## config.mk

```make
export PLATFORM = sky130hd
export DESIGN_NAME = branchUnit
export DESIGN_NICKNAME = d
export VERILOG_FILES = /design/src/branchPkg.sv /design/src/decodeBus.sv /design/src/execBus.sv /design/src/branchExecute.sv /design/src/branchResult.sv /design/src/branchUnit.sv /design/src/jumpDecoder.sv
export SDC_FILE = /design/constraint.sdc
export NUM_CORES = 1
export LEC_CHECK = 0
export BUFFER_PORTS_ARGS = -buffer_cell sky130_fd_sc_hd__buf_4
export CORE_MARGIN = 8
export CORE_UTILIZATION = 60
export DETAILED_ROUTE_END_ITERATION = 6
export PLACE_DENSITY = 0.82
export SYNTH_ARGS = -nofsm -noshare
export SYNTH_HDL_FRONTEND = slang
export SYNTH_HIERARCHICAL = 1
export SYNTH_SLANG_ARGS = --single-unit
```

## constraint.sdc

```tcl
create_clock -name clk -period 31.7 [get_ports clk]
set_clock_uncertainty 0.05 [all_clocks]
set_input_delay 9.51 -clock clk [delete_from_list [all_inputs] [get_ports clk]]
set_output_delay 9.51 -clock clk [all_outputs]
set_load 0.01 [all_outputs]
```

## src/branchPkg.sv

```systemverilog
`default_nettype none

package branchPkg;

  // data path width, RV32 only
  localparam int XLEN = 32;

  // resolved jump operation
  // conditional codes keep the old jumpType numbering
  // unconditional jumps live in the upper half
  typedef enum logic [4:0] {
    opBeq  = 5'd0,
    opBne  = 5'd1,
    opBlt  = 5'd11,
    opBge  = 5'd10,
    opBltu = 5'd7,
    opBgeu = 5'd6,
    opJal  = 5'd16,
    opJalr = 5'd17,
    // anything that is not a branch or jump
    opNone = 5'd31
  } jumpOp;

  // wishbone word addresses
  // pc, rs1, rs2 and instr are write only
  localparam logic [2:0] regPc      = 3'd0;
  localparam logic [2:0] regRs1     = 3'd1;
  localparam logic [2:0] regRs2     = 3'd2;
  // writing here launches the instruction
  localparam logic [2:0] regInstr   = 3'd3;
  // head entry of the result queue, read only
  localparam logic [2:0] regTarget  = 3'd4;
  localparam logic [2:0] regLink    = 3'd5;
  // read pops the head entry
  localparam logic [2:0] regFlags   = 3'd6;
  localparam logic [2:0] regPredRet = 3'd7;

  // bit positions in the flags word
  localparam int flagValid      = 0;
  localparam int flagTaken      = 1;
  localparam int flagIsJump     = 2;
  // return stack hints as decoded
  localparam int flagPush       = 3;
  localparam int flagPop        = 4;
  // 16-bit encoding
  localparam int flagCompressed = 5;
  // jumpOp field
  localparam int flagOpLo       = 8;
  localparam int flagOpHi       = 12;

endpackage

`default_nettype wire

```

## src/decodeBus.sv

```systemverilog
`timescale 1ns/1ps
`default_nettype none

// decoded instruction handed from decode to execute
// valid is a one cycle qualifier, no handshake
interface decodeBus;
  logic                       valid;
  branchPkg::jumpOp           op;
  logic [branchPkg::XLEN-1:0] imm;
  logic [branchPkg::XLEN-1:0] pc;
  logic [branchPkg::XLEN-1:0] rs1Val;
  // already zero for the compare-with-zero forms
  logic [branchPkg::XLEN-1:0] rs2Val;
  logic                       compressed;
  // target base is rs1 instead of pc
  logic                       useRs1Base;
  logic                       pushCallStack;
  logic                       popCallStack;

  modport dec (output valid, op, imm, pc, rs1Val, rs2Val, compressed,
               useRs1Base, pushCallStack, popCallStack);
  modport exe (input valid, op, imm, pc, rs1Val, rs2Val, compressed,
               useRs1Base, pushCallStack, popCallStack);
endinterface

`default_nettype wire

```

## src/execBus.sv

```systemverilog
`timescale 1ns/1ps
`default_nettype none

// resolved branch handed from execute to result
// valid is a one cycle qualifier, no handshake
interface execBus;
  logic                       valid;
  branchPkg::jumpOp           op;
  logic                       taken;
  // zero for non-jumps
  logic [branchPkg::XLEN-1:0] target;
  // return address, pc+2 or pc+4
  logic [branchPkg::XLEN-1:0] link;
  logic                       compressed;
  logic                       pushCallStack;
  logic                       popCallStack;

  modport exe (output valid, op, taken, target, link, compressed,
               pushCallStack, popCallStack);
  modport res (input valid, op, taken, target, link, compressed,
               pushCallStack, popCallStack);
endinterface

`default_nettype wire

```

## src/branchExecute.sv

```systemverilog
`timescale 1ns/1ps
`default_nettype none

module branchExecute (
  input  logic  clk,
  input  logic  rst,
  decodeBus.exe dec,
  execBus.exe   exe
);

  localparam int W = branchPkg::XLEN;
  // link step for 16 and 32 bit encodings
  localparam logic [W-1:0] stepNarrow = 2;
  localparam logic [W-1:0] stepWide   = 4;

  logic         eq;
  logic         ltSigned;
  logic         ltUnsigned;
  logic         taken;
  logic [W-1:0] sum;
  logic [W-1:0] target;
  logic [W-1:0] link;

  // condition evaluation
  always_comb begin
    eq         = dec.rs1Val == dec.rs2Val;
    ltSigned   = $signed(dec.rs1Val) < $signed(dec.rs2Val);
    ltUnsigned = dec.rs1Val < dec.rs2Val;
    case (dec.op)
      branchPkg::opBeq:  taken = eq;
      branchPkg::opBne:  taken = !eq;
      branchPkg::opBlt:  taken = ltSigned;
      branchPkg::opBge:  taken = !ltSigned;
      branchPkg::opBltu: taken = ltUnsigned;
      branchPkg::opBgeu: taken = !ltUnsigned;
      // jumps always go
      branchPkg::opJal,
      branchPkg::opJalr: taken = 1'b1;
      default:           taken = 1'b0;
    endcase
  end

  // pc relative or register based target
  assign sum = (dec.useRs1Base ? dec.rs1Val : dec.pc) + dec.imm;

  always_comb begin
    if (dec.op == branchPkg::opNone) begin
      target = '0;
    end else if (dec.useRs1Base) begin
      // jalr clears bit 0
      target = {sum[W-1:1], 1'b0};
    end else begin
      target = sum;
    end
  end

  assign link = dec.pc + (dec.compressed ? stepNarrow : stepWide);

  always_ff @(posedge clk) begin
    if (rst) begin
      exe.valid <= 1'b0;
    end else begin
      exe.valid <= dec.valid;
    end
  end

  // result payload
  always_ff @(posedge clk) begin
    if (dec.valid) begin
      exe.op            <= dec.op;
      exe.taken         <= taken;
      exe.target        <= target;
      exe.link          <= link;
      exe.compressed    <= dec.compressed;
      exe.pushCallStack <= dec.pushCallStack;
      exe.popCallStack  <= dec.popCallStack;
    end
  end

endmodule

`default_nettype wire

```

## src/branchResult.sv

```systemverilog
`timescale 1ns/1ps
`default_nettype none

module branchResult #(
  parameter int RAS_DEPTH   = 8,
  parameter int QUEUE_DEPTH = 4
) (
  input  logic                       clk,
  input  logic                       rst,
  execBus.res                        exe,
  input  logic                       issue,
  input  logic                       pop,
  output logic                       issueReady,
  output logic                       headValid,
  output logic [branchPkg::XLEN-1:0] headTarget,
  output logic [branchPkg::XLEN-1:0] headLink,
  output logic [branchPkg::XLEN-1:0] headFlags,
  output logic [branchPkg::XLEN-1:0] headPredRet
);

  localparam int W       = branchPkg::XLEN;
  localparam int rasBits = $clog2(RAS_DEPTH);
  localparam int ptrBits = (QUEUE_DEPTH > 1) ? $clog2(QUEUE_DEPTH) : 1;
  localparam int cntBits = $clog2(QUEUE_DEPTH + 1);

  // queue pointer wrap, depth need not be a power of two
  function automatic logic [ptrBits-1:0] nextPtr(input logic [ptrBits-1:0] p);
    return (p == ptrBits'(QUEUE_DEPTH - 1)) ? '0 : p + 1'b1;
  endfunction

  logic [W-1:0]       ras [RAS_DEPTH];
  logic [rasBits-1:0] rasPtr;
  logic [rasBits-1:0] popPtr;
  logic [W-1:0]       predRet;
  logic [W-1:0]       flags;

  logic [W-1:0]       qTarget  [QUEUE_DEPTH];
  logic [W-1:0]       qLink    [QUEUE_DEPTH];
  logic [W-1:0]       qFlags   [QUEUE_DEPTH];
  logic [W-1:0]       qPredRet [QUEUE_DEPTH];
  logic [ptrBits-1:0] headPtr;
  logic [ptrBits-1:0] tailPtr;
  logic [cntBits-1:0] count;
  // queued plus in flight
  logic [cntBits-1:0] credits;
  logic               popHead;

  // pop reads below the pointer, push then writes where the pop left it
  assign popPtr  = exe.popCallStack ? rasPtr - 1'b1 : rasPtr;
  assign predRet = exe.popCallStack ? ras[popPtr] : '0;

  // circular stack, oldest entry is overwritten on wrap
  always_ff @(posedge clk) begin
    if (rst) begin
      rasPtr <= '0;
      for (int i = 0; i < RAS_DEPTH; i++) begin
        ras[i] <= '0;
      end
    end else if (exe.valid) begin
      if (exe.pushCallStack) begin
        ras[popPtr] <= exe.link;
        rasPtr      <= popPtr + 1'b1;
      end else begin
        rasPtr <= popPtr;
      end
    end
  end

  // flags word for the host
  always_comb begin
    flags = '0;
    flags[branchPkg::flagValid]      = 1'b1;
    flags[branchPkg::flagTaken]      = exe.taken;
    flags[branchPkg::flagIsJump]     = exe.op != branchPkg::opNone;
    flags[branchPkg::flagPush]       = exe.pushCallStack;
    flags[branchPkg::flagPop]        = exe.popCallStack;
    flags[branchPkg::flagCompressed] = exe.compressed;
    flags[branchPkg::flagOpHi:branchPkg::flagOpLo] = exe.op;
  end

  // queue storage
  always_ff @(posedge clk) begin
    if (exe.valid) begin
      qTarget[tailPtr]  <= exe.target;
      qLink[tailPtr]    <= exe.link;
      qFlags[tailPtr]   <= flags;
      qPredRet[tailPtr] <= predRet;
    end
  end

  assign headValid = count != '0;
  // host pop on an empty queue is ignored
  assign popHead   = pop && headValid;

  always_ff @(posedge clk) begin
    if (rst) begin
      headPtr <= '0;
      tailPtr <= '0;
      count   <= '0;
    end else begin
      if (exe.valid) begin
        tailPtr <= nextPtr(tailPtr);
      end
      if (popHead) begin
        headPtr <= nextPtr(headPtr);
      end
      case ({exe.valid, popHead})
        2'b10:   count <= count + 1'b1;
        2'b01:   count <= count - 1'b1;
        default: ;
      endcase
    end
  end

  // credit taken at issue, returned at pop
  always_ff @(posedge clk) begin
    if (rst) begin
      credits <= '0;
    end else begin
      case ({issue, popHead})
        2'b10:   credits <= credits + 1'b1;
        2'b01:   credits <= credits - 1'b1;
        default: ;
      endcase
    end
  end

  assign issueReady  = credits < cntBits'(QUEUE_DEPTH);

  // raw head entry, top level masks it when empty
  assign headTarget  = qTarget[headPtr];
  assign headLink    = qLink[headPtr];
  assign headFlags   = qFlags[headPtr];
  assign headPredRet = qPredRet[headPtr];

endmodule

`default_nettype wire

```

## src/branchUnit.sv

```systemverilog
`timescale 1ns/1ps
`default_nettype none

module branchUnit #(
  parameter int RAS_DEPTH   = 8,
  parameter int QUEUE_DEPTH = 4
) (
  input  logic        clk,
  input  logic        rst,
  input  logic        wbCyc,
  input  logic        wbStb,
  input  logic        wbWe,
  input  logic [2:0]  wbAdr,
  input  logic [31:0] wbDatIn,
  output logic [31:0] wbDatOut,
  output logic        wbAck
);

  localparam int W = branchPkg::XLEN;

  // host operand registers
  logic [W-1:0] pcReg;
  logic [W-1:0] rs1Reg;
  logic [W-1:0] rs2Reg;

  logic         request;
  logic         instrWrite;
  logic         ackCycle;
  logic         issue;
  logic         pop;
  logic         issueReady;
  logic         headValid;
  logic [W-1:0] headTarget;
  logic [W-1:0] headLink;
  logic [W-1:0] headFlags;
  logic [W-1:0] headPredRet;

  decodeBus decIf ();
  execBus   exeIf ();

  // new request, not the one being acked
  assign request    = wbCyc && wbStb && !wbAck;
  assign instrWrite = wbWe && (wbAdr == branchPkg::regInstr);

  // registered ack, instr writes wait for a free credit
  always_ff @(posedge clk) begin
    if (rst) begin
      wbAck <= 1'b0;
    end else begin
      wbAck <= request && (!instrWrite || issueReady);
    end
  end

  // side effects happen in the ack cycle
  assign ackCycle = wbAck && wbCyc && wbStb;
  assign issue    = ackCycle && instrWrite;
  assign pop      = ackCycle && !wbWe && (wbAdr == branchPkg::regFlags);

  always_ff @(posedge clk) begin
    if (ackCycle && wbWe) begin
      case (wbAdr)
        branchPkg::regPc:  pcReg  <= wbDatIn;
        branchPkg::regRs1: rs1Reg <= wbDatIn;
        branchPkg::regRs2: rs2Reg <= wbDatIn;
        default: ;
      endcase
    end
  end

  // read mux, head entry or zero
  always_comb begin
    wbDatOut = '0;
    if (headValid) begin
      case (wbAdr)
        branchPkg::regTarget:  wbDatOut = headTarget;
        branchPkg::regLink:    wbDatOut = headLink;
        branchPkg::regFlags:   wbDatOut = headFlags;
        branchPkg::regPredRet: wbDatOut = headPredRet;
        // write only registers read as zero
        default:               wbDatOut = '0;
      endcase
    end
  end

  jumpDecoder decoder (
    .clk    (clk),
    .rst    (rst),
    .issue  (issue),
    .instr  (wbDatIn),
    .pc     (pcReg),
    .rs1Val (rs1Reg),
    .rs2Val (rs2Reg),
    .dec    (decIf)
  );

  branchExecute execute (
    .clk (clk),
    .rst (rst),
    .dec (decIf),
    .exe (exeIf)
  );

  branchResult #(
    .RAS_DEPTH   (RAS_DEPTH),
    .QUEUE_DEPTH (QUEUE_DEPTH)
  ) result (
    .clk         (clk),
    .rst         (rst),
    .exe         (exeIf),
    .issue       (issue),
    .pop         (pop),
    .issueReady  (issueReady),
    .headValid   (headValid),
    .headTarget  (headTarget),
    .headLink    (headLink),
    .headFlags   (headFlags),
    .headPredRet (headPredRet)
  );

endmodule

`default_nettype wire

```

## src/jumpDecoder.sv

```systemverilog
`timescale 1ns/1ps
`default_nettype none

module jumpDecoder (
  input  logic                       clk,
  input  logic                       rst,
  input  logic                       issue,
  input  logic [31:0]                instr,
  input  logic [branchPkg::XLEN-1:0] pc,
  input  logic [branchPkg::XLEN-1:0] rs1Val,
  input  logic [branchPkg::XLEN-1:0] rs2Val,
  decodeBus.dec                      dec
);

  // x1 and x5 serve as link registers
  function automatic logic isLink(input logic [4:0] r);
    return (r == 5'd1) || (r == 5'd5);
  endfunction

  logic             isWide;
  logic [6:0]       opcode;
  logic [2:0]       funct3;
  logic [4:0]       rd;
  logic [4:0]       rs1;
  logic [2:0]       cFunct3;
  logic [4:0]       cRs1;
  logic [4:0]       cRs2;

  branchPkg::jumpOp nextOp;
  logic [31:0]      nextImm;
  logic             nextUseRs1;
  logic             nextPush;
  logic             nextPop;
  logic             zeroRs2;

  // low bits 11 mean a full 32-bit encoding
  assign isWide  = instr[1:0] == 2'b11;
  assign opcode  = instr[6:0];
  assign funct3  = instr[14:12];
  assign rd      = instr[11:7];
  assign rs1     = instr[19:15];
  // compressed fields
  assign cFunct3 = instr[15:13];
  assign cRs1    = instr[11:7];
  assign cRs2    = instr[6:2];

  always_comb begin
    nextOp     = branchPkg::opNone;
    nextImm    = '0;
    nextUseRs1 = 1'b0;
    nextPush   = 1'b0;
    nextPop    = 1'b0;
    zeroRs2    = 1'b0;
    if (isWide) begin
      case (opcode)
        // conditional branch, B-type immediate
        7'b1100011: begin
          nextImm = {{20{instr[31]}}, instr[7], instr[30:25], instr[11:8], 1'b0};
          case (funct3)
            3'b000:  nextOp = branchPkg::opBeq;
            3'b001:  nextOp = branchPkg::opBne;
            3'b100:  nextOp = branchPkg::opBlt;
            3'b101:  nextOp = branchPkg::opBge;
            3'b110:  nextOp = branchPkg::opBltu;
            3'b111:  nextOp = branchPkg::opBgeu;
            // 010 and 011 are reserved
            default: nextImm = '0;
          endcase
        end
        // jal, J-type immediate
        7'b1101111: begin
          nextOp   = branchPkg::opJal;
          nextImm  = {{12{instr[31]}}, instr[19:12], instr[20], instr[30:21], 1'b0};
          nextPush = isLink(rd);
        end
        // jalr, only funct3 000 is legal
        7'b1100111: begin
          if (funct3 == 3'b000) begin
            nextOp     = branchPkg::opJalr;
            nextImm    = {{20{instr[31]}}, instr[31:20]};
            nextUseRs1 = 1'b1;
            nextPush   = isLink(rd);
            // return only when rd is not a link
            nextPop    = isLink(rs1) && !isLink(rd);
          end
        end
        // alu, load, store, system etc
        default: ;
      endcase
    end else if (instr[1:0] == 2'b01) begin
      case (cFunct3)
        // c.j and c.jal share the CJ scatter
        3'b101, 3'b001: begin
          nextOp   = branchPkg::opJal;
          nextImm  = {{20{instr[12]}}, instr[12], instr[8], instr[10:9], instr[6],
                      instr[7], instr[2], instr[11], instr[5:3], 1'b0};
          // c.jal writes x1
          nextPush = !cFunct3[2];
        end
        // c.beqz and c.bnez compare against zero
        3'b110, 3'b111: begin
          nextOp  = cFunct3[0] ? branchPkg::opBne : branchPkg::opBeq;
          nextImm = {{23{instr[12]}}, instr[12], instr[6:5], instr[2], instr[11:10],
                     instr[4:3], 1'b0};
          zeroRs2 = 1'b1;
        end
        default: ;
      endcase
    end else if (instr[1:0] == 2'b10) begin
      // c.jr and c.jalr, funct4 100x with rs2 zero and rs1 nonzero
      if (cFunct3 == 3'b100 && cRs2 == 5'd0 && cRs1 != 5'd0) begin
        nextOp     = branchPkg::opJalr;
        nextUseRs1 = 1'b1;
        if (instr[12]) begin
          // c.jalr links through x1
          nextPush = 1'b1;
        end else begin
          nextPop = isLink(cRs1);
        end
      end
    end
  end

  // stage valid
  always_ff @(posedge clk) begin
    if (rst) begin
      dec.valid <= 1'b0;
    end else begin
      dec.valid <= issue;
    end
  end

  // stage payload, loaded on issue only
  always_ff @(posedge clk) begin
    if (issue) begin
      dec.op            <= nextOp;
      dec.imm           <= nextImm;
      dec.pc            <= pc;
      dec.rs1Val        <= rs1Val;
      dec.rs2Val        <= zeroRs2 ? '0 : rs2Val;
      dec.compressed    <= !isWide;
      dec.useRs1Base    <= nextUseRs1;
      dec.pushCallStack <= nextPush;
      dec.popCallStack  <= nextPop;
    end
  end

endmodule

`default_nettype wire

```

# == Word level (Yosys, flattened, before mapping) ==
# Memory sizes are Yosys's and may differ from the RTL's. A register that Yosys moved wholly into a read port is not among the register bits.
# Cells that the tools add are included.
# totals
reg_bits,322
ram_bits,680
in_bits,40
out_inout_bits,33
wordCells,202
memories,5
# op_classes
n_addsub,10
n_lt_le_gt_ge,3
eq_ne,43
muxes,70
n_reduce_logical,43
# mem_list
name,depth,width,rd,rd_clocked_by_memory_dff,wr,line_no,rtl
result.ras,8,32,1,0,8,branchResult.sv:31,logic [W-1:0] ras [RAS_DEPTH];
result.qLink,4,32,1,1,1,branchResult.sv:38,logic [W-1:0] qLink [QUEUE_DEPTH];
result.qPredRet,4,32,1,1,1,branchResult.sv:40,logic [W-1:0] qPredRet [QUEUE_DEPTH];
result.qTarget,4,32,1,1,1,branchResult.sv:37,logic [W-1:0] qTarget [QUEUE_DEPTH];
result.qFlags,4,10,1,1,1,branchResult.sv:39,logic [W-1:0] qFlags [QUEUE_DEPTH];
# op_table
op,n
$mux 32,8
$pmux 32 s4,1
$pmux 32 s3,1
$add 32x32->32,2
$lt 32x32->1,2
$pmux 32 s2,1
$eq 3x3->1 const B,12
$mux 1,33
$eq 32x32->1,1
$reduce_or 32->1,1
$pmux 5 s6,1
$eq 7x7->1 const B,3
$eq 5x3->1 const B,4
$mux 2,10
$eq 5x1->1 const B,3
$eq 5x5->1 const B,3
$mux 5,3
$pmux 5 s3,1
$logic_and 1x1->1,14
$eq 2x2->1 const B,6
$mux 3,4
$pmux 3 s2,2
$eq 5x4->1 const B,2
$logic_not 5->1,2
other kinds (21),49

# == Longest topological paths before layout ==
# depth
ltp_word,7
depth_mapped,15
depth_no_buf,13

# == Cells and area by module ==
# Netlist, hierarchy kept.
# by_module_without_submodules
module,n_inst,cells_per_inst,area_each_um2
branchResult,1,1507,28243.3
branchExecute,1,548,5711.7
jumpDecoder,1,278,4825.9
branchUnit,1,221,3993.8

# == Worst setup path after synthesis ==
# Ideal clock, no wire load.
# synth_path
kind,input to register
start,in wbStb
end,reg result.credits[2]
setup_ns,0.070
arrival_ns,19.950
slack_ns,11.630
path_stages,9
n_path_buf,0
cell_sequence,nand3_1 -> nor3_1 -> inv_1 -> ha_1 -> inv_1 -> fa_1 -> xor2_1 -> or3_1 -> a21oi_1
# synth_via
elab_cells_between_ends,9
classes_between,eq/ne (2); mux (1); reduce/logical (6)
# synth_rtl
element,line_no,rtl
start: declaration,branchUnit.sv:11,"input logic wbStb,"
$logic_and 1x1->1 (*),branchUnit.sv:55,assign ackCycle = wbAck && wbCyc && wbStb;
$logic_and 1x1->1 (*),branchUnit.sv:56,assign issue = ackCycle && instrWrite;
named net issue,branchUnit.sv:29,logic issue;
$eq 2x1->1 or $eq 2x2->1 (tied branches),branchResult.sv:120,"case ({issue, popHead})"
$pmux 3 s2 or $reduce_bool 2->1 (tied branches),n/a,
end signal: assignment,branchResult.sv:121,2'b10: credits <= credits + 1'b1;
end signal: assignment,branchResult.sv:122,2'b01: credits <= credits - 1'b1;
end: declaration,branchResult.sv:45,logic [cntBits-1:0] credits;
# Mark *: on every way through the listed nets, which the timed path passes. The rest lies on a longest branch.
# A chain may end at the register's enable or synchronous reset.

# == Final worst setup path ==
# layout_path
start,in wbAdr[1]
end,out wbDatOut[14]
# layout_via
elab_chain_cells,3
elab_cells_between_ends,6
classes_between,eq/ne (4); mux (2)
# layout_rtl
element,line_no,rtl
start: declaration,branchUnit.sv:13,"input logic [2:0] wbAdr,"
$eq 3x3->1,branchUnit.sv:74,case (wbAdr)
$pmux 32 s4 (*),branchUnit.sv:74,
$mux 32 (*),branchUnit.sv:73,if (headValid) begin
end: declaration,branchUnit.sv:15,"output logic [31:0] wbDatOut,"
# Mark *: on every way between the ends. The rest lies on a longest branch, timed or not.

==> flow_metrics.env <==
export IMPL_drc_errors=0
export IMPL_clk_latency_ns=0.65
export IMPL_worst_slew_pin_slew_ns=1.10
export IMPL_clock_sinks=993
export IMPL_ys_warn_count=6
export IMPL_synth_seq_cells=993
export IMPL_grt_max_degree=72
export IMPL_finalWorstSetupSlack_ns=10.79
export IMPL_coreArea_um2=71000
export IMPL_ant_nets=0
export IMPL_slew_headroom_pct=26.4
export IMPL_layout_cells_non_filler=3641
export IMPL_drtIter0Drc=2893
export IMPL_max_freq_mhz=47.8
export IMPL_die_area_um2=80100
export IMPL_cts_resized_gates=0
export IMPL_clock_path_buffers=3
export IMPL_rsz0062_at_grt="no"
export IMPL_final_cell_mix="edfxtp_1 (975), and2_1 (291), mux2i_1 (136), mux4_2 (106)"
export IMPL_p_leak_nw=16.0
export IMPL_cts_setup_buffers=0
export IMPL_finalHoldViolations=0
export IMPL_grt_pass1_wl_um=147000
export IMPL_drt_total_wl_um=99000
export IMPL_cts_tree="done"
export IMPL_synth_area_leaders="edfxtp_1 (68%), mux4_2 (5.6%), and2_1 (4.3%)"
export IMPL_r2r_start="decoder/dec.useRs1Base"
export IMPL_crit_type="input pin to primary output"
export IMPL_synth_top_area_share_pct=68.4
export IMPL_utilization_pct=66.0
export IMPL_pre_cts_slack_ns=10.84
export IMPL_maxCapViolCount=0
export IMPL_yosysSeqAreaShare_pct=69.3
export IMPL_ios=73
export IMPL_nNetsFinal=2736
export IMPL_layout_min_cycle_time_ns=20.91
export IMPL_syn_area_um2=42800
export IMPL_reg2regPathDepth=13
export IMPL_design_area_um2=46900
export IMPL_root_buffer="clkbuf_16"
export IMPL_avgSynthCellArea_um2=16.7
export IMPL_holdBufCountCts=0
export IMPL_final_common_cell="edfxtp_1"
export IMPL_yosysTopAreaCell="edfxtp_1"
export IMPL_ir_drop_mv=0.0531
export IMPL_arrival_ns=11.35
export IMPL_area_delta_synth_final_pct=9.59
export IMPL_grt_pass1_vias=23700
export IMPL_p_per_area_nw_per_um2=55.2
export IMPL_dp_cells=3472
export IMPL_track_usage_pct=24.0
export IMPL_io_buffers=72
export IMPL_worstHoldEndpoint="decoder/dec.pc[1]"
export IMPL_hold_start="pcReg[1]"
export IMPL_viasPerCell=6.43
export IMPL_post_dp_hpwl_um=58900
export IMPL_synth_cell_types=99
export IMPL_final_setup_viol_count=0
export IMPL_reg2reg_to="execute/exe.target[14]"
export IMPL_hp_class="flop to flop"
export IMPL_overflow=0
export IMPL_cp_start_kind="input pin"
export IMPL_num_vias=23400
export IMPL_synthFlopType="edfxtp_1"
export IMPL_clkTransAtPathRegs_ns=0.06
export IMPL_cp_end_kind="primary output"
export IMPL_synthCells=2554
export IMPL_synth_edf_count=975
export IMPL_initial_core_util_pct=60.2
export IMPL_reg2reg_setup_slack_ns=26.94
export IMPL_gp_congestion=0.894
export IMPL_rows=98
export IMPL_drive_gt1_share_pct=18.6
export IMPL_avgRoutedWirePerCell_um=27.2
export IMPL_cp_required_ns=22.14
export IMPL_status="finished clean"
export IMPL_cts_buffers=94
export IMPL_antenna_found_initial=2
export IMPL_min_path_cells=0
export IMPL_dr_pass1_iters=6
export IMPL_die_width_um=283
export IMPL_post_dp_cell_area_um2=43900
export IMPL_fin_crit_sh_pct=65.9
export IMPL_die_height_um=283
export IMPL_fin_tns_setup_ns=0
export IMPL_slew_viol_final=0
export IMPL_synthArstFlopShare_pct=0
export IMPL_h_tree_depth=3
export IMPL_cp_max_fo=41
==> layer usage <==
| layer | track usage, % | vias to the layer above | routed length, um |
|---|---|---|---|
| li1 | - | 9932 | - |
| met1 | 31.8 | 11900 | 37800 |
| met2 | 39.9 | 1369 | 48800 |
| met3 | 5.20 | 205 | 9550 |
| met4 | 7.65 | 0 | 2920 |
| met5 | 0 | - | 0 |
==> Yosys cell counts, types with 12 or more instances <==
| cell type | number |
|---|---|
| a211oi_1 | 21 |
| a21o_1 | 29 |
| a21oi_1 | 48 |
| a221oi_2 | 13 |
| a22o_1 | 21 |
| and2_1 | 295 |
| buf_2 | 40 |
| buf_4 | 43 |
| buf_6 | 14 |
| clkbuf_1 | 38 |
| clkbuf_2 | 12 |
| dfxtp_1 | 18 |
| edfxtp_1 | 975 |
| ha_1 | 74 |
| inv_1 | 70 |
| mux2_2 | 88 |
| mux2i_1 | 136 |
| mux4_2 | 106 |
| nand2_1 | 60 |
| nand3_1 | 25 |
| nand4_1 | 15 |
| nor2_1 | 57 |
| nor2b_1 | 19 |
| nor3_1 | 16 |
| o21ai_0 | 40 |
| o22ai_1 | 47 |
| or2_2 | 13 |
| xnor2_1 | 35 |
| xor2_1 | 28 |
==> final cells by class <==
class	instances	area [um2]
timing repair buffer	99	743
fill	4476	24100
clock inverter	48	433
multi-input combinational	1360	12000
tap	950	1190
antenna	1	2.50
clock buffer	120	2560
inverter	70	263
sequential	993	29700
==> worst max-delay path: stages <==
cell,delay (ns)
buf_4,0.42
buf_4,0.72
mux2i_1,0.35
o22ai_1,0.14
buf_4,0.19
==> worst max-delay path by stage <==
stage | start | end | slack [ns] | depth (start not counted)
final | wbAdr[1] | wbDatOut[14] | 10.79 | 5
after detailed placement | wbAdr[1] | wbDatOut[4] | 10.84 | 5
after floorplan | wbStb | result/credits[2] | 11.63 | 9
after global routing | wbAdr[1] | wbDatOut[4] | 10.67 | 5
after CTS | wbAdr[1] | wbDatOut[14] | 10.81 | 5
after global placement | wbAdr[1] | wbDatOut[7] | 10.99 | 5
==> metrics by stage <==
| step | power, mW | hold slack (ns) |
|---|---|---|
| after CTS | 2.60 | 0.366 |
| after global placement | 1.51 | 0.350 |
| after floorplan | 1.50 | 0.350 |
| after global routing | 2.65 | 0.371 |
| final | 2.59 | 0.365 |
| after detailed placement | 1.51 | 0.355 |
==> cells by family after synthesis <==
family	Yosys count	share of synthesized area, %
buffers and inverters	221	2.84
and+or+nand+nor	565	7.85
adders and majority gates	78	2.35
other	2	0.0176
AOI/OAI and AO/OA	302	5.29
muxes	330	11.1
DFF	993	69.3
xor gates and xnor gates	63	1.29
==> flip-flops by register name, indices dropped and copies added, names as in the netlist, 40 cells and up, named ones only <==
register	cells
result/qFlags	40
result/qLink	128
result/qPredRet	128
result/qTarget	128
result/ras	256
==> report_power, final <==
| group | total, mW | switching (mW) | leakage [nW] | internal, mW |
|---|---|---|---|---|
| Combinational | 0.0441 | 0.0297 | 5.28 | 0.0144 |
| Sequential | 1.44 | 0.00362 | 9.24 | 1.44 |
| Clock | 1.10 | 0.474 | 1.45 | 0.627 |
| Total | 2.59 | 0.507 | 16.0 | 2.08 |
No activity file was read; power rests on OpenSTA's default activity.
